File: src/common/mips_params.svh
`ifndef MIPS_PARAMS_SVH
`define MIPS_PARAMS_SVH

// Data and instruction word width
`define XLEN 32

// Architectural registers, 5-bit index fixed by the format
`define REG_COUNT 32

// Memory depths in words
`define IMEM_DEPTH 64
`define DMEM_DEPTH 64

// Word address width of the program counter
`define IMEM_AW ($clog2(`IMEM_DEPTH))

`endif

File: src/common/mipsPkg.sv
`default_nettype none

package mipsPkg;

	// --------------------
	// Encodings
	// --------------------

	// Major opcodes of the supported subset
	typedef enum logic [5:0] {
		opRtype = 6'h00,
		opBeq = 6'h04,
		opAddi = 6'h08,
		opLw = 6'h23,
		opSw = 6'h2b
	} opcodeT;

	// R-type function field
	typedef enum logic [5:0] {
		fnAdd = 6'h20,
		fnSub = 6'h22,
		fnAnd = 6'h24,
		fnOr = 6'h25,
		fnSlt = 6'h2a
	} functT;

	// Operation handed from decode to the ALU
	typedef enum logic [2:0] {
		aluAdd = 3'd0,
		aluSub = 3'd1,
		aluAnd = 3'd2,
		aluOr = 3'd3,
		aluSlt = 3'd4
	} aluOpT;

	// --------------------
	// Instruction formats
	// --------------------

	typedef struct packed {
		opcodeT opcode;
		logic [4:0] rs;
		logic [4:0] rt;
		logic [4:0] rd;
		logic [4:0] shamt;
		functT funct;
	} rFormatT;

	typedef struct packed {
		opcodeT opcode;
		logic [4:0] rs;
		logic [4:0] rt;
		logic [15:0] imm;
	} iFormatT;

	// Same fetched word, read as R or I format by opcode
	typedef union packed {
		rFormatT r;
		iFormatT i;
	} instrT;

endpackage

`default_nettype wire

File: src/logic/aluExec.sv
`default_nettype none

`include "mips_params.svh"

module aluExec
(
	input wire logic clk,
	input wire logic rst,
	input wire logic run,
	input wire logic validE,
	input wire logic regWriteE,
	input wire logic memToRegE,
	input wire logic memWriteE,
	input wire logic aluSrcE,
	input wire logic regDstE,
	input wire mipsPkg::aluOpT aluOpE,
	input wire logic [`XLEN-1:0] rd1E,
	input wire logic [`XLEN-1:0] rd2E,
	input wire logic [`XLEN-1:0] signImmE,
	input wire logic [4:0] rtE,
	input wire logic [4:0] rdE,
	output logic validM,
	output logic regWriteM,
	output logic memToRegM,
	output logic memWriteM,
	output logic [`XLEN-1:0] aluOutM,
	output logic [`XLEN-1:0] writeDataM,
	output logic [4:0] writeRegM
);

	logic [`XLEN-1:0] srcB;
	logic [`XLEN-1:0] aluOut;
	logic [4:0] writeReg;

	// Immediate for addi, lw, sw
	assign srcB = aluSrcE ? signImmE : rd2E;
	// rd for R-type, rt otherwise
	assign writeReg = regDstE ? rdE : rtE;

	// --------------------
	// ALU
	// --------------------

	always_comb
	begin
		case (aluOpE)
			mipsPkg::aluAdd: aluOut = rd1E + srcB;
			mipsPkg::aluSub: aluOut = rd1E - srcB;
			mipsPkg::aluAnd: aluOut = rd1E & srcB;
			mipsPkg::aluOr: aluOut = rd1E | srcB;
			// Signed compare
			mipsPkg::aluSlt: aluOut = {{(`XLEN-1){1'b0}}, $signed(rd1E) < $signed(srcB)};
			default: aluOut = '0;
		endcase
	end

	// --------------------
	// EX/MEM register
	// --------------------

	always_ff @(posedge clk)
	begin
		if (rst || !run)
		begin
			validM <= 1'b0;
			regWriteM <= 1'b0;
			memToRegM <= 1'b0;
			memWriteM <= 1'b0;
		end
		else
		begin
			validM <= validE;
			regWriteM <= regWriteE;
			memToRegM <= memToRegE;
			memWriteM <= memWriteE;
		end
	end

	// Store data is the unmodified rt value
	always_ff @(posedge clk)
	begin
		aluOutM <= aluOut;
		writeDataM <= rd2E;
		writeRegM <= writeReg;
	end

endmodule

`default_nettype wire

File: config.mk
export PLATFORM = sky130hd
export DESIGN_NAME = aluExec
export DESIGN_NICKNAME = d
export VERILOG_FILES = /design/src/common/mipsPkg.sv /design/src/logic/aluExec.sv
export VERILOG_INCLUDE_DIRS = /design/src /design/src/common
export SDC_FILE = /design/constraint.sdc
export NUM_CORES = 1
export LEC_CHECK = 0
export BUFFER_PORTS_ARGS = -buffer_cell sky130_fd_sc_hd__buf_4
export CORE_MARGIN = 10
export CORE_UTILIZATION = 45
export DETAILED_ROUTE_END_ITERATION = 8
export GPL_ROUTABILITY_DRIVEN = 0
export PLACE_DENSITY = 0.7
export SLEW_MARGIN = 10
export SYNTH_ARGS = -nofsm -noshare
export SYNTH_HDL_FRONTEND = slang
export SYNTH_SLANG_ARGS = --single-unit
File: constraint.sdc
create_clock -name clk -period 6.6 [get_ports clk]
set_input_delay 1.32 -clock clk [delete_from_list [all_inputs] [get_ports clk]]
set_output_delay 1.32 -clock clk [all_outputs]
set_load 0.02 [all_outputs]
; After elaboration in Yosys (flattened, before gate mapping)
; Cells that the tools add are included.
[classes]
n_addsub = 2
magnitude_cmp = 1
n_eq_ne = 4
muxes = 3
n_bitwise = 2
n_reduce_logical = 3
[ops]
columns = cell, count
row1 = case mux 32 bit (5 select lines), 1
row2 = adder 32 bit, 1
row3 = bitwise AND 32 bit, 1
row4 = < comparator 32 bit, 1
row5 = 2-to-1 mux 32 bit, 1
row6 = OR 32 bit, 1
row7 = subtractor 32 bit, 1
row8 = == test 3 x 2 -> 1 bit (second input constant), 2
row9 = 2-to-1 mux 5 bit, 1
row10 = == test 3 x 1 -> 1 bit (second input constant), 1
row11 = == test 3 bit (second input constant), 1
row12 = logical NOT 3 bit, 1
row13 = logical NOT 1 bit, 1
row14 = logical OR 1 bit, 1
[totals]
register_bits = 73
inputBits = 118
output_inout_bits = 73

; Depth between registers and ports, before layout
; Gate-level depths: netlist of run 1.
[depth]
word_depth = 3
ltp_mapped = 15

; Worst setup path after synthesis of run 1
; No wires, ideal clock.
[synth_path]
path_type = input port to flip-flop
from = input port aluSrcE
to = register aluOutM[28]
arrival_ns = 4.479
t_required_ns = 6.480
setup_slack_ns = 2.001
cell_stages = 15
n_path_buf = 2
cell_sequence = clkbuf_1 -> buf_1 -> mux2i_1 -> inv_1 -> ha_1 -> inv_1 -> fa_1 -> or2b_1 -> a21o_1 -> a31oi_1 -> a2111o_1 -> a31o_2 -> a41oi_1 -> o31a_1 -> o31a_1
[synth_via]
elab_chain_cells = 3
[synth_rtl]
columns = element, line
row1 = from (decl), aluExec.sv:14  ; input wire logic aluSrcE,
row2 = 2-to-1 mux 32 bit *, aluExec.sv:36  ; assign srcB = aluSrcE ? signImmE : rd2E;
row3 = subtractor 32 bit (tied with other cells), aluExec.sv:48  ; mipsPkg::aluSub: aluOut = rd1E - srcB;
row4 = case mux 32 bit (5 select lines) *, aluExec.sv:46  ; case (aluOpE)
row5 = via aluOut[28], aluExec.sv:32  ; logic [`XLEN-1:0] aluOut;
row6 = to (signal assigned), aluExec.sv:82  ; aluOutM <= aluOut;
row7 = to (decl), aluExec.sv:26  ; output logic [`XLEN-1:0] aluOutM,
; Mark *: on every way through the listed nets, which the timed path passes. The rest lies on a longest branch.
; A chain may end at the register's enable or synchronous reset.

; Final worst setup path of run 1
; Ends and elaborated chain as after synthesis.

==> impl_metrics.csv, run 1 <==
group,metric,value,unit
synthesis,syn-num-nets,1123,
final_layout,final_area,8892,um^2
cts,path_clk_slew,0.07,ns
cts,cts_resized,0,
timing,tightest_slew,0.9277,ns
synthesis,synth-edff-count,0,
placement,dp_hpwl,17300,um
synthesis,synth.avg_cell_area,7.853,um^2
final_layout,nets,1281,
route,drt_iter0_markers,657,
final_layout,multi_input_area,5044,um^2
route,firstDrtPassIters,5,
synthesis,synthCells,897,
floorplanning,io_pins,191,
floorplanning,initial_core_util,46.17,%
placement,place_area,8563,um^2
synthesis,ys_types,82,
floorplanning,dieArea,21060,um^2
floorplanning,core,15260,um^2
critical_path,crit_path_end_kind,"flip-flop",
power,vdd_ir_drop_max,0.0001205,V
global_routing,grt.overflow.total,0,
synthesis,synth_seq_cells,73,
synthesis,synth_area,7044,um^2
route,vias,7145,
power,combPwrFrac,40.6,%
cts,ctsHoldBuffers,0,
final_layout,regArea,1461,um^2
final_layout,stdcell_count,1271,
critical_path,slowest_stage,"buf_4",
critical_path,cp_slowest_stage_delay,0.47,ns
outcome,outcome,"complete, no violations",
timing,fmax,219.4,MHz
critical_path,startpoint_type,"primary input",
final_layout,drive_gt1_share,21.79,%
final_layout,syn2layout_area_growth,26.23,%
power,pwr-share-clk,31.5,%
final_layout,nFillCells,1406,
global_routing,first_global_vias,6880,
timing,fin_tns_setup,0,ns
route,wl_per_cell,17.58,um
cts,cts_post_setup_buffers_inserted,0,
route,drc,0,
power,seqPwrFrac,27.9,%
power,p_per_area,197.7,nW/um^2
placement,dp.cells,1255,
timing,setup_viol,0,
synthesis,ys_warn_count,0,
critical_path,crit_chain,"buf_4 -> mux2i_1 -> inv_1 -> ha_1 -> inv_1 -> fa_1 -> or2b_1 -> a21o_1 -> a31oi_1 -> a2111o_1 -> a31o_2 -> a41oi_1 -> o31a_1 -> o31a_1",
critical_path,cpLargestDelayFamily,"compound AO/OA/AOI/OAI gates",
floorplanning,die_x,145.1,um
power,p_int,1.117,mW
min_path,hp-class,"primary input to flip-flop",
critical_path,cp_max_fo,32,
critical_path,crit_buf_inv,3,
power,switching_share,36.46,%
cts,root_buffer,"clkbuf_16",
final_layout,antennaDiodeCount,0,
power,leakagePower,4.363,nW
timing,finalHoldViolCount,0,
critical_path,crit_type,"primary input to flip-flop",
global_routing,track_usage,20.18,%
critical_path,cp.required,6.85,ns
timing,fin_crit,4.558,ns
timing,drv_slew,0,
cts,cts_tree,"yes",
flow_run,cap_violations,0,
global_routing,antenna_found_initial,0,
route,viasPerCell,5.622,
synthesis,synth_top_flop_cell,"dfxtp_1",
cts,numClockSinks,73,
cts,h-tree-depth,3,
synthesis,yosysSeqAreaShare,20.75,%
floorplanning,die_y,145.1,um
global_routing,grt_max_degree,81,
global_routing,grt_pass1_wl,35820,um
floorplanning,rows,45,
cts,ctsLongestPathBuffers,2,
route,drt.antenna.violating_nets,0,
final_layout,fin_util,58.28,%
critical_path,critical_path_arrival,4.81,ns
timing,max_slew_margin,37.58,%
timing,rsz0062_at_grt,"false",
cts,numCtsBuffers,9,
timing,period_share,69.06,%
synthesis,synthArstFlopShare,0,%
route,routed_wl,22340,um
power,p_switching,0.6408,mW
placement,numPortBuffers,190,
## cell usage after synthesis, types with 3 or more instances
cell         n  area (um^2)
o2111ai_1    3        26.28
o21a_1      11        82.58
nor3b_1      4        30.03
a2111o_1     3        33.78
mux2i_1     36        360.4
buf_2        5        25.02
and4_1       4        35.03
o32ai_1      3        26.28
inv_1       92        345.3
ha_1       106         1326
and2_1       5        31.28
nor3_1      17        85.08
o211ai_1     9        67.56
o21bai_1    10        75.07
a31o_2       3        26.28
or3_1        8        50.05
and3_1       5        31.28
dfxtp_1     73         1461
buf_1       10        37.54
xnor2_1     16        140.1
a211o_1      7        61.31
clkbuf_1    28        105.1
a31oi_1      8        50.05
nor2b_1     10        62.56
nand2_1     53        198.9
o21ai_1      3        15.01
o31ai_1      8        60.06
nor4_1       9        56.30
a311oi_1     3        26.28
nor2_1      78        292.8
a21boi_0     3        22.52
a21oi_1     72        360.4
nand4_1      7        43.79
a21o_1      20        150.1
a41oi_1      4        35.03
nand3_1     15        75.07
nand2b_1     9        56.30
o21ai_0     50        250.2
o22ai_1      4        25.02
mux2_2       6        67.56
o31a_1       5        43.79
a211oi_1    21        157.7
## power by group through the flow
stage	Clock [mW]	Sequential [mW]	Combinational [mW]
final	0.553	0.490	0.714
after global routing	0.584	0.494	0.782
after detailed placement	0	0.500	0.702
after floorplan	0	0.547	0.420
after global placement	0	0.499	0.699
after CTS	0.563	0.490	0.706
## through the flow
stage / setup slack, ns / hold slack [ns] / total power, mW
finish: 2.042 / 1.071 / 1.758
global route: 1.816 / 1.069 / 1.859
CTS: 2.068 / 1.067 / 1.759
detailed placement: 1.696 / 1.434 / 1.201
global placement: 1.827 / 1.433 / 1.198
floorplan: 2.001 / 1.348 / 0.9668
## layout by cell type, fill, tap and decap left out, types with 4 or more instances in the layout
| cell type | synthesis | routed |
|---|---|---|
| dfxtp_1 | 73 | 73 |
| o22ai_1 | 4 | 4 |
| clkbuf_16 | 0 | 9 |
| o31a_1 | 5 | 5 |
| o21bai_1 | 10 | 10 |
| a31oi_1 | 8 | 8 |
| nor3_1 | 17 | 17 |
| nand2b_1 | 9 | 9 |
| mux2i_1 | 36 | 36 |
| o21ai_0 | 50 | 50 |
| xnor2_1 | 16 | 16 |
| inv_1 | 92 | 92 |
| a211o_1 | 7 | 7 |
| o21a_1 | 11 | 11 |
| nor2_1 | 78 | 78 |
| nand3_1 | 15 | 15 |
| nor2b_1 | 10 | 10 |
| a21oi_1 | 72 | 72 |
| and2_1 | 5 | 5 |
| and3_1 | 5 | 5 |
| o31ai_1 | 8 | 8 |
| ha_1 | 106 | 106 |
| nor3b_1 | 4 | 4 |
| nor4_1 | 9 | 9 |
| a211oi_1 | 21 | 21 |
| a41oi_1 | 4 | 4 |
| buf_4 | 1 | 192 |
| a21o_1 | 20 | 20 |
| nand2_1 | 53 | 53 |
| and4_1 | 4 | 4 |
| nand4_1 | 7 | 7 |
| or3_1 | 8 | 8 |
| mux2_2 | 6 | 6 |
| o211ai_1 | 9 | 9 |
## flip-flops by register name, indices dropped and copies added, names as in the netlist
register and flops:
memToRegM 1, writeDataM 32, memWriteM 1, regWriteM 1, aluOutM 32, validM 1, writeRegM 5
## final timing paths
check	cells past startpoint	end	startpoint	slack (ns)
setup / recovery	14	aluOutM[28]$_DFF_P_	aluSrcE	2.04
hold / removal	1	writeDataM[25]$_DFF_P_	rd2E[25]	1.07
## area by class of cell
cell class              instances  share of cell area (%)
well taps                     211                   2.969
inverters                      94                   3.968
flip-flops and latches         73                   16.43
clock inverters                 6                   1.013
multi-input cells             685                   56.72
clock buffers                  10                   2.687
repair buffers                192                   16.21
## kinds of logic (layout without fill, tap and decap cells)
| group | after synthesis | in the layout | share of synthesized area [%] |
|---|---|---|---|
| buf+inv | 139 | 302 | 7.655 |
| xor+xnor | 18 | 18 | 2.238 |
| simple gates | 240 | 240 | 16.82 |
| mux | 43 | 43 | 6.394 |
| fa+ha+maj | 108 | 108 | 19.40 |
| flops | 73 | 73 | 20.75 |
| compound gates | 276 | 276 | 26.75 |
## routing by layer
metal  share of wire [%]  global-route usage [%]  up-vias
li1                    -                       -     3496
met5                   0                       0        -
met1                  47                   27.95     3273
met2                  42                   29.64      355
met3                 9.8                   6.023       21
met4                 1.2                   5.308        0
Power figures use the tool's default switching activity.
==> run 2: changes to the inputs <==
==> constraint.sdc (replaced) <==
create_clock -name clk -period 4.3 [get_ports clk]
set_input_delay 0.86 -clock clk [delete_from_list [all_inputs] [get_ports clk]]
set_output_delay 0.86 -clock clk [all_outputs]
set_load 0.02 [all_outputs]
==> run 2 against run 1 <==
Against the previous run: core utilization increased by 0.75 points; sequential cell count unchanged; first-iteration DRC count decreased by 5.2%; clock-buffer cell count decreased by 1.
==> impl_metrics.csv, run 2 (synthesis results as in run 1) <==
group,metric,value,unit
outcome,outcome,"complete, no violations",
global_routing,grt_use_met1,28.03,%
route,routed_wl,22590,um
critical_path,crit_path_end_kind,"flip-flop",
route,viasPerCell,5.625,
route,wl_per_cell,17.61,um
global_routing,grt_pass1_wl,36250,um
power,leakagePower,4.427,nW
global_routing,antenna_found_initial,0,
timing,tightest_slew,0.8007,ns
critical_path,cp_max_fo,9,
timing,fin_crit,3.809,ns
cts,ctsHoldBuffers,0,
global_routing,grt_busiest_layer,"met2",
cts,path_clk_slew,0.06,ns
global_routing,track_usage,20.52,%
final_layout,largest_registers,"aluOutM (32), writeDataM (32), writeRegM (5)",
min_path,min_to,"writeDataM[12]$_DFF_P_",
min_path,min_from,"rd2E[12]",
global_routing,first_global_vias,6987,
cts,ctsLongestPathBuffers,2,
route,drc,0,
global_routing,grt.overflow.total,0,
global_routing,met2_usage,30.53,%
final_layout,antennaDiodeCount,0,
critical_path,slowest_stage,"fa_1",
timing,max_slew_margin,46.42,%
timing,rsz0062_at_grt,"false",
cts,cts_post_setup_buffers_inserted,0,
critical_path,cp_slowest_stage_delay,0.42,ns
floorplanning,rows,45,
placement,numPortBuffers,190,
cts,cts_tree,"yes",
critical_path,critical_path_arrival,4.05,ns
timing,period_share,88.57,%
cts,cts_resized,0,
critical_path,startpoint_type,"primary input",
critical_path,crit_type,"primary input to flip-flop",
route,firstDrtPassIters,5,
final_layout,syn2layout_area_growth,27.87,%
cts,numClockSinks,73,
timing,fin_tns_setup,0,ns
min_path,hold_depth,1,
global_routing,grt.met3_usage,6.023,%
floorplanning,die_y,145.1,um
route,drt_iter0_markers,623,
route,drt.antenna.violating_nets,0,
final_layout,nets,1293,
critical_path,crit_chain,"buf_4 -> mux2i_1 -> inv_1 -> ha_1 -> inv_1 -> fa_1 -> or2b_1 -> a21o_1 -> a31oi_1 -> a2111o_1 -> a31o_2 -> a41oi_1 -> o31a_1 -> o31a_1",
min_path,hp-class,"primary input to flip-flop",
flow_run,cap_violations,0,
timing,setup_viol,0,
timing,drv_slew,0,
floorplanning,io_pins,191,
floorplanning,core,15260,um^2
final_layout,final_common_cell,"buf_4",
final_layout,mostFrequentLayoutCells,"buf_4, ha_1, inv_1",
cts,root_buffer,"clkbuf_16",
route,vias,7217,
final_layout,drive_gt1_share,22.67,%
placement,dp_hpwl,17800,um
timing,fmax,262.6,MHz
power,vdd_ir_drop_max,0.0002206,V
global_routing,grt_max_degree,51,
floorplanning,die_x,145.1,um
timing,finalHoldViolCount,0,
floorplanning,dieArea,21060,um^2
cts,h-tree-depth,3,
critical_path,cp.required,4.54,ns
power,p_per_area,299.5,nW/um^2
floorplanning,initial_core_util,46.17,%
cts,numCtsBuffers,9,
power,p_total,2.698,mW
## run 2: worst max-delay path: cells and delay by family
family                   cells  cell delay, ns
AND/OR/NAND/NOR              1            0.25
buffers and inverters        3            0.41
adder cells (fa/ha/maj)      2            0.61
AO/OA/AOI/OAI                7            1.74
multiplexers                 1            0.16
## run 2: layout make-up
| cell class | instances | area, um^2 |
|---|---|---|
| tap | 211 | 264.0 |
| fill | 1454 | 6251 |
| inverter | 94 | 352.8 |
| clock inverter | 7 | 103.9 |
| multi-input combinational | 685 | 5044 |
| timing repair buffer | 204 | 1556 |
| clock buffer | 9 | 225.2 |
| sequential | 73 | 1461 |
## run 2: how the worst max path moves through the flow
stage,from,cells past startpoint,slack (ns),to
after CTS,aluSrcE,12,0.54,aluOutM[29]$_DFF_P_
final,aluSrcE,14,0.49,aluOutM[28]$_DFF_P_
after global placement,aluSrcE,12,0.22,aluOutM[29]$_DFF_P_
after detailed placement,aluSrcE,13,0.18,aluOutM[28]$_DFF_P_
after floorplan,aluSrcE,15,0.16,aluOutM[28]$_DFF_P_
after global routing,aluSrcE,13,0.27,aluOutM[30]$_DFF_P_
## run 2: stage by stage
stage          instances  instance area (um^2)  util, %  setup slack, ns  hold slack (ns)
6_report            1283                  9007    59.03           0.4914           0.6222
5_1_grt             1283                  9007    59.03           0.2726           0.6117
4_1_cts             1283                  9007    59.03           0.5428           0.6117
3_5_place_dp        1267                  8678    56.88           0.1801           0.9739
3_3_place_gp        1267                  8678    56.88           0.2182           0.9725
2_1_floorplan        897                  7044        -           0.1611           0.8877
## run 2: power breakdown
part / internal (mW) / switching, mW / leakage (nW) / total, mW
combinational: 0.466 / 0.645 / 3.66 / 1.11
clock: 0.514 / 0.320 / 0.154 / 0.834
sequential: 0.735 / 0.0174 / 0.612 / 0.752
total: 1.72 / 0.983 / 4.43 / 2.70
## run 2: layer usage
layer	vias up	wire (um)
li1	3530	-
met1	3312	10520
met2	348	9458
met3	27	2240
met4	0	371
met5	-	0
==> run 3: changes to the inputs <==
--- a/config.mk
+++ b/config.mk
@@ -6,12 +6,13 @@
 export SDC_FILE = /design/constraint.sdc
 export NUM_CORES = 1
 export LEC_CHECK = 0
+export ABC_AREA = 1
 export BUFFER_PORTS_ARGS = -buffer_cell sky130_fd_sc_hd__buf_4
 export CORE_MARGIN = 10
 export CORE_UTILIZATION = 45
 export DETAILED_ROUTE_END_ITERATION = 8
 export GPL_ROUTABILITY_DRIVEN = 0
-export PLACE_DENSITY = 0.7
+export PLACE_DENSITY = 0.77
 export SLEW_MARGIN = 10
 export SYNTH_ARGS = -nofsm -noshare
 export SYNTH_HDL_FRONTEND = slang
==> run 3 against run 2 <==
Against the previous run: sequential cell count stayed put; routed wire length is 23% higher; total power is 6.4% higher; clock-buffer cell count is 1 higher; hold slack worse by 0.018 ns; synthesized area is 13% higher; cell count is 36% higher; first-iteration DRC count is 96% higher; critical path depth is 2 higher; synthesized cell count is 49% higher; die area is 11% higher; fmax is 14% higher; critical path type unchanged.
==> impl_metrics.csv, run 3 <==
group,metric,value,unit
power,pwr-share-clk,31.6,%
synthesis,synth_area,7926,um^2
power,switching_share,39.28,%
power,seqPwrFrac,26.3,%
critical_path,slowest_stage,"fa_1",
critical_path,startpoint_type,"primary input",
cts,ctsLongestPathBuffers,2,
synthesis,synth.avg_cell_area,5.933,um^2
critical_path,cp_slowest_stage_delay,0.47,ns
cts,h-tree-depth,3,
synthesis,synthCells,1336,
route,viasPerCell,5.302,
critical_path,cp_max_fo,54,
timing,fin_tns_setup,0,ns
final_layout,drive_gt1_share,17.44,%
floorplanning,die_x,152.7,um
global_routing,first_global_vias,8688,
power,vdd_ir_drop_max,0.0002077,V
timing,setup_viol,0,
cts,numClockSinks,73,
critical_path,cpLargestDelayFamily,"simple AND/OR/NAND/NOR gates",
power,p_total,2.872,mW
final_layout,nets,1735,
route,wl_per_cell,15.98,um
final_layout,final_common_cell,"nand2_1",
critical_path,crit_path_end_kind,"flip-flop",
power,p_int,1.744,mW
power,p_per_area,290.5,nW/um^2
cts,cts_post_setup_buffers_inserted,0,
route,drt_iter0_markers,1223,
synthesis,synthArstFlopShare,0,%
global_routing,grt_max_degree,55,
critical_path,cp.required,4.54,ns
synthesis,synth-edff-count,0,
cts,cts_resized,0,
power,p_switching,1.128,mW
power,combPwrFrac,42.1,%
min_path,hp-class,"primary input to flip-flop",
timing,rsz0062_at_grt,"false",
placement,numPortBuffers,190,
timing,tightest_slew,1.047,ns
route,routed_wl,27790,um
synthesis,synth_area_leaders,"dfxtp_1, ha_1, nand2_1",
floorplanning,initial_core_util,45.83,%
floorplanning,dieArea,23320,um^2
global_routing,grt_pass1_wl,43590,um
synthesis,ys_top_cells_by_count,"nand2_1, inv_1, nor2_1",
flow_run,cap_violations,0,
timing,max_slew_margin,30.12,%
synthesis,ys_types,40,
timing,period_share,77.70,%
cts,root_buffer,"clkbuf_16",
floorplanning,io_pins,191,
cts,ctsHoldBuffers,0,
cts,cts_tree,"yes",
global_routing,antenna_found_initial,0,
synthesis,synth_seq_cells,73,
floorplanning,rows,48,
route,drt.antenna.violating_nets,0,
timing,fin_ws,0.9591,ns
synthesis,synth_top_flop_cell,"dfxtp_1",
final_layout,mostFrequentLayoutCells,"nand2_1, inv_1, buf_4",
floorplanning,core,17300,um^2
outcome,outcome,"complete, no violations",
synthesis,ys_warn_count,0,
final_layout,syn2layout_area_growth,24.70,%
cts,numCtsBuffers,9,
final_layout,antennaDiodeCount,0,
critical_path,critical_path_arrival,3.58,ns
global_routing,grt.overflow.total,0,
timing,drv_slew,0,
final_layout,nFillCells,1722,
timing,finalHoldViolCount,0,
synthesis,synth_top_area_cell,"dfxtp_1",
global_routing,track_usage,22.63,%
synthesis,yosysSeqAreaShare,18.44,%
timing,fmax,299.3,MHz
route,drc,0,
synthesis,syn-num-nets,1562,
floorplanning,die_y,152.7,um
cts,path_clk_slew,0.06,ns
route,firstDrtPassIters,6,
critical_path,critPathMostFrequentCell,"nand2_1",
timing,fin_crit,3.341,ns
synthesis,yosysMostFrequentCell,"nand2_1",
final_layout,largest_registers,"aluOutM (32), writeDataM (32), writeRegM (5)",
power,leakagePower,5.596,nW
critical_path,crit_chain,"buf_4 -> o21ai_0 -> inv_1 -> ha_1 -> inv_1 -> fa_1 -> o21ai_2 -> nand2_1 -> nand2_1 -> nand2_1 -> nand2_1 -> nand2_1 -> nand2_1 -> nand2_1 -> nand3_1 -> nand3_1",
critical_path,crit_buf_inv,3,
synthesis,synth.top_cell.area_share,18.44,%
placement,dp_hpwl,22840,um
route,vias,9220,
placement,dpl_worst_slack,0.6474,ns
critical_path,crit_type,"primary input to flip-flop",
run 3: path summary, 6_finish.rpt:
path	from	end	slack, ns	cells past startpoint
worst min-delay path	rd2E[27]	writeDataM[27]$_DFF_P_	0.60	1
worst max-delay path	aluSrcE	aluOutM[22]$_DFF_P_	0.96	16
run 3: cell type report:
type / instances / area, um^2 / area share (%)
flip-flops and latches: 73 / 1461 / 14.78
inverters: 266 / 998.5 / 10.10
well taps: 225 / 281.5 / 2.848
clock inverters: 6 / 115.1 / 1.165
repair buffers: 195 / 1464 / 14.81
multi-input cells: 964 / 5325 / 53.87
clock buffers: 10 / 239.0 / 2.418
run 3: per-layer routing:
layer	up-vias	part of all wire (%)	GRT usage, %
li1	4543	-	-
met1	4009	42	29.69
met2	590	42	34.16
met3	78	13	6.887
met4	0	3.1	8.084
met5	-	0	0
run 3: logic make-up after synthesis:
| kind of cell | after synthesis | share of synthesized area [%] |
|---|---|---|
| AOI/OAI and AO/OA | 200 | 14.62 |
| muxes | 5 | 0.7103 |
| DFF | 73 | 18.44 |
| buffers and inverters | 299 | 14.60 |
| and+or+nand+nor | 651 | 34.40 |
| adders and majority gates | 108 | 17.24 |
run 3: power by group through the flow:
stage / Clock, mW / Combinational (mW) / Sequential, mW
floorplan: 0 / 0.683 / 0.844
global placement: 0 / 1.15 / 0.769
detailed placement: 0 / 1.17 / 0.769
CTS: 0.921 / 1.18 / 0.755
global route: 0.953 / 1.32 / 0.761
finish: 0.909 / 1.21 / 0.755
run 3: through the flow:
step                      hold WS (ns)  area, um^2  util [%]  cells
after floorplan                 0.8877        7926         -   1336
after global placement          0.9715        9530     55.10   1723
after detailed placement        0.9730        9530     55.10   1723
after CTS                       0.6027        9884     57.15   1739
after global routing            0.6000        9884     57.15   1739
final                           0.6039        9884     57.15   1739
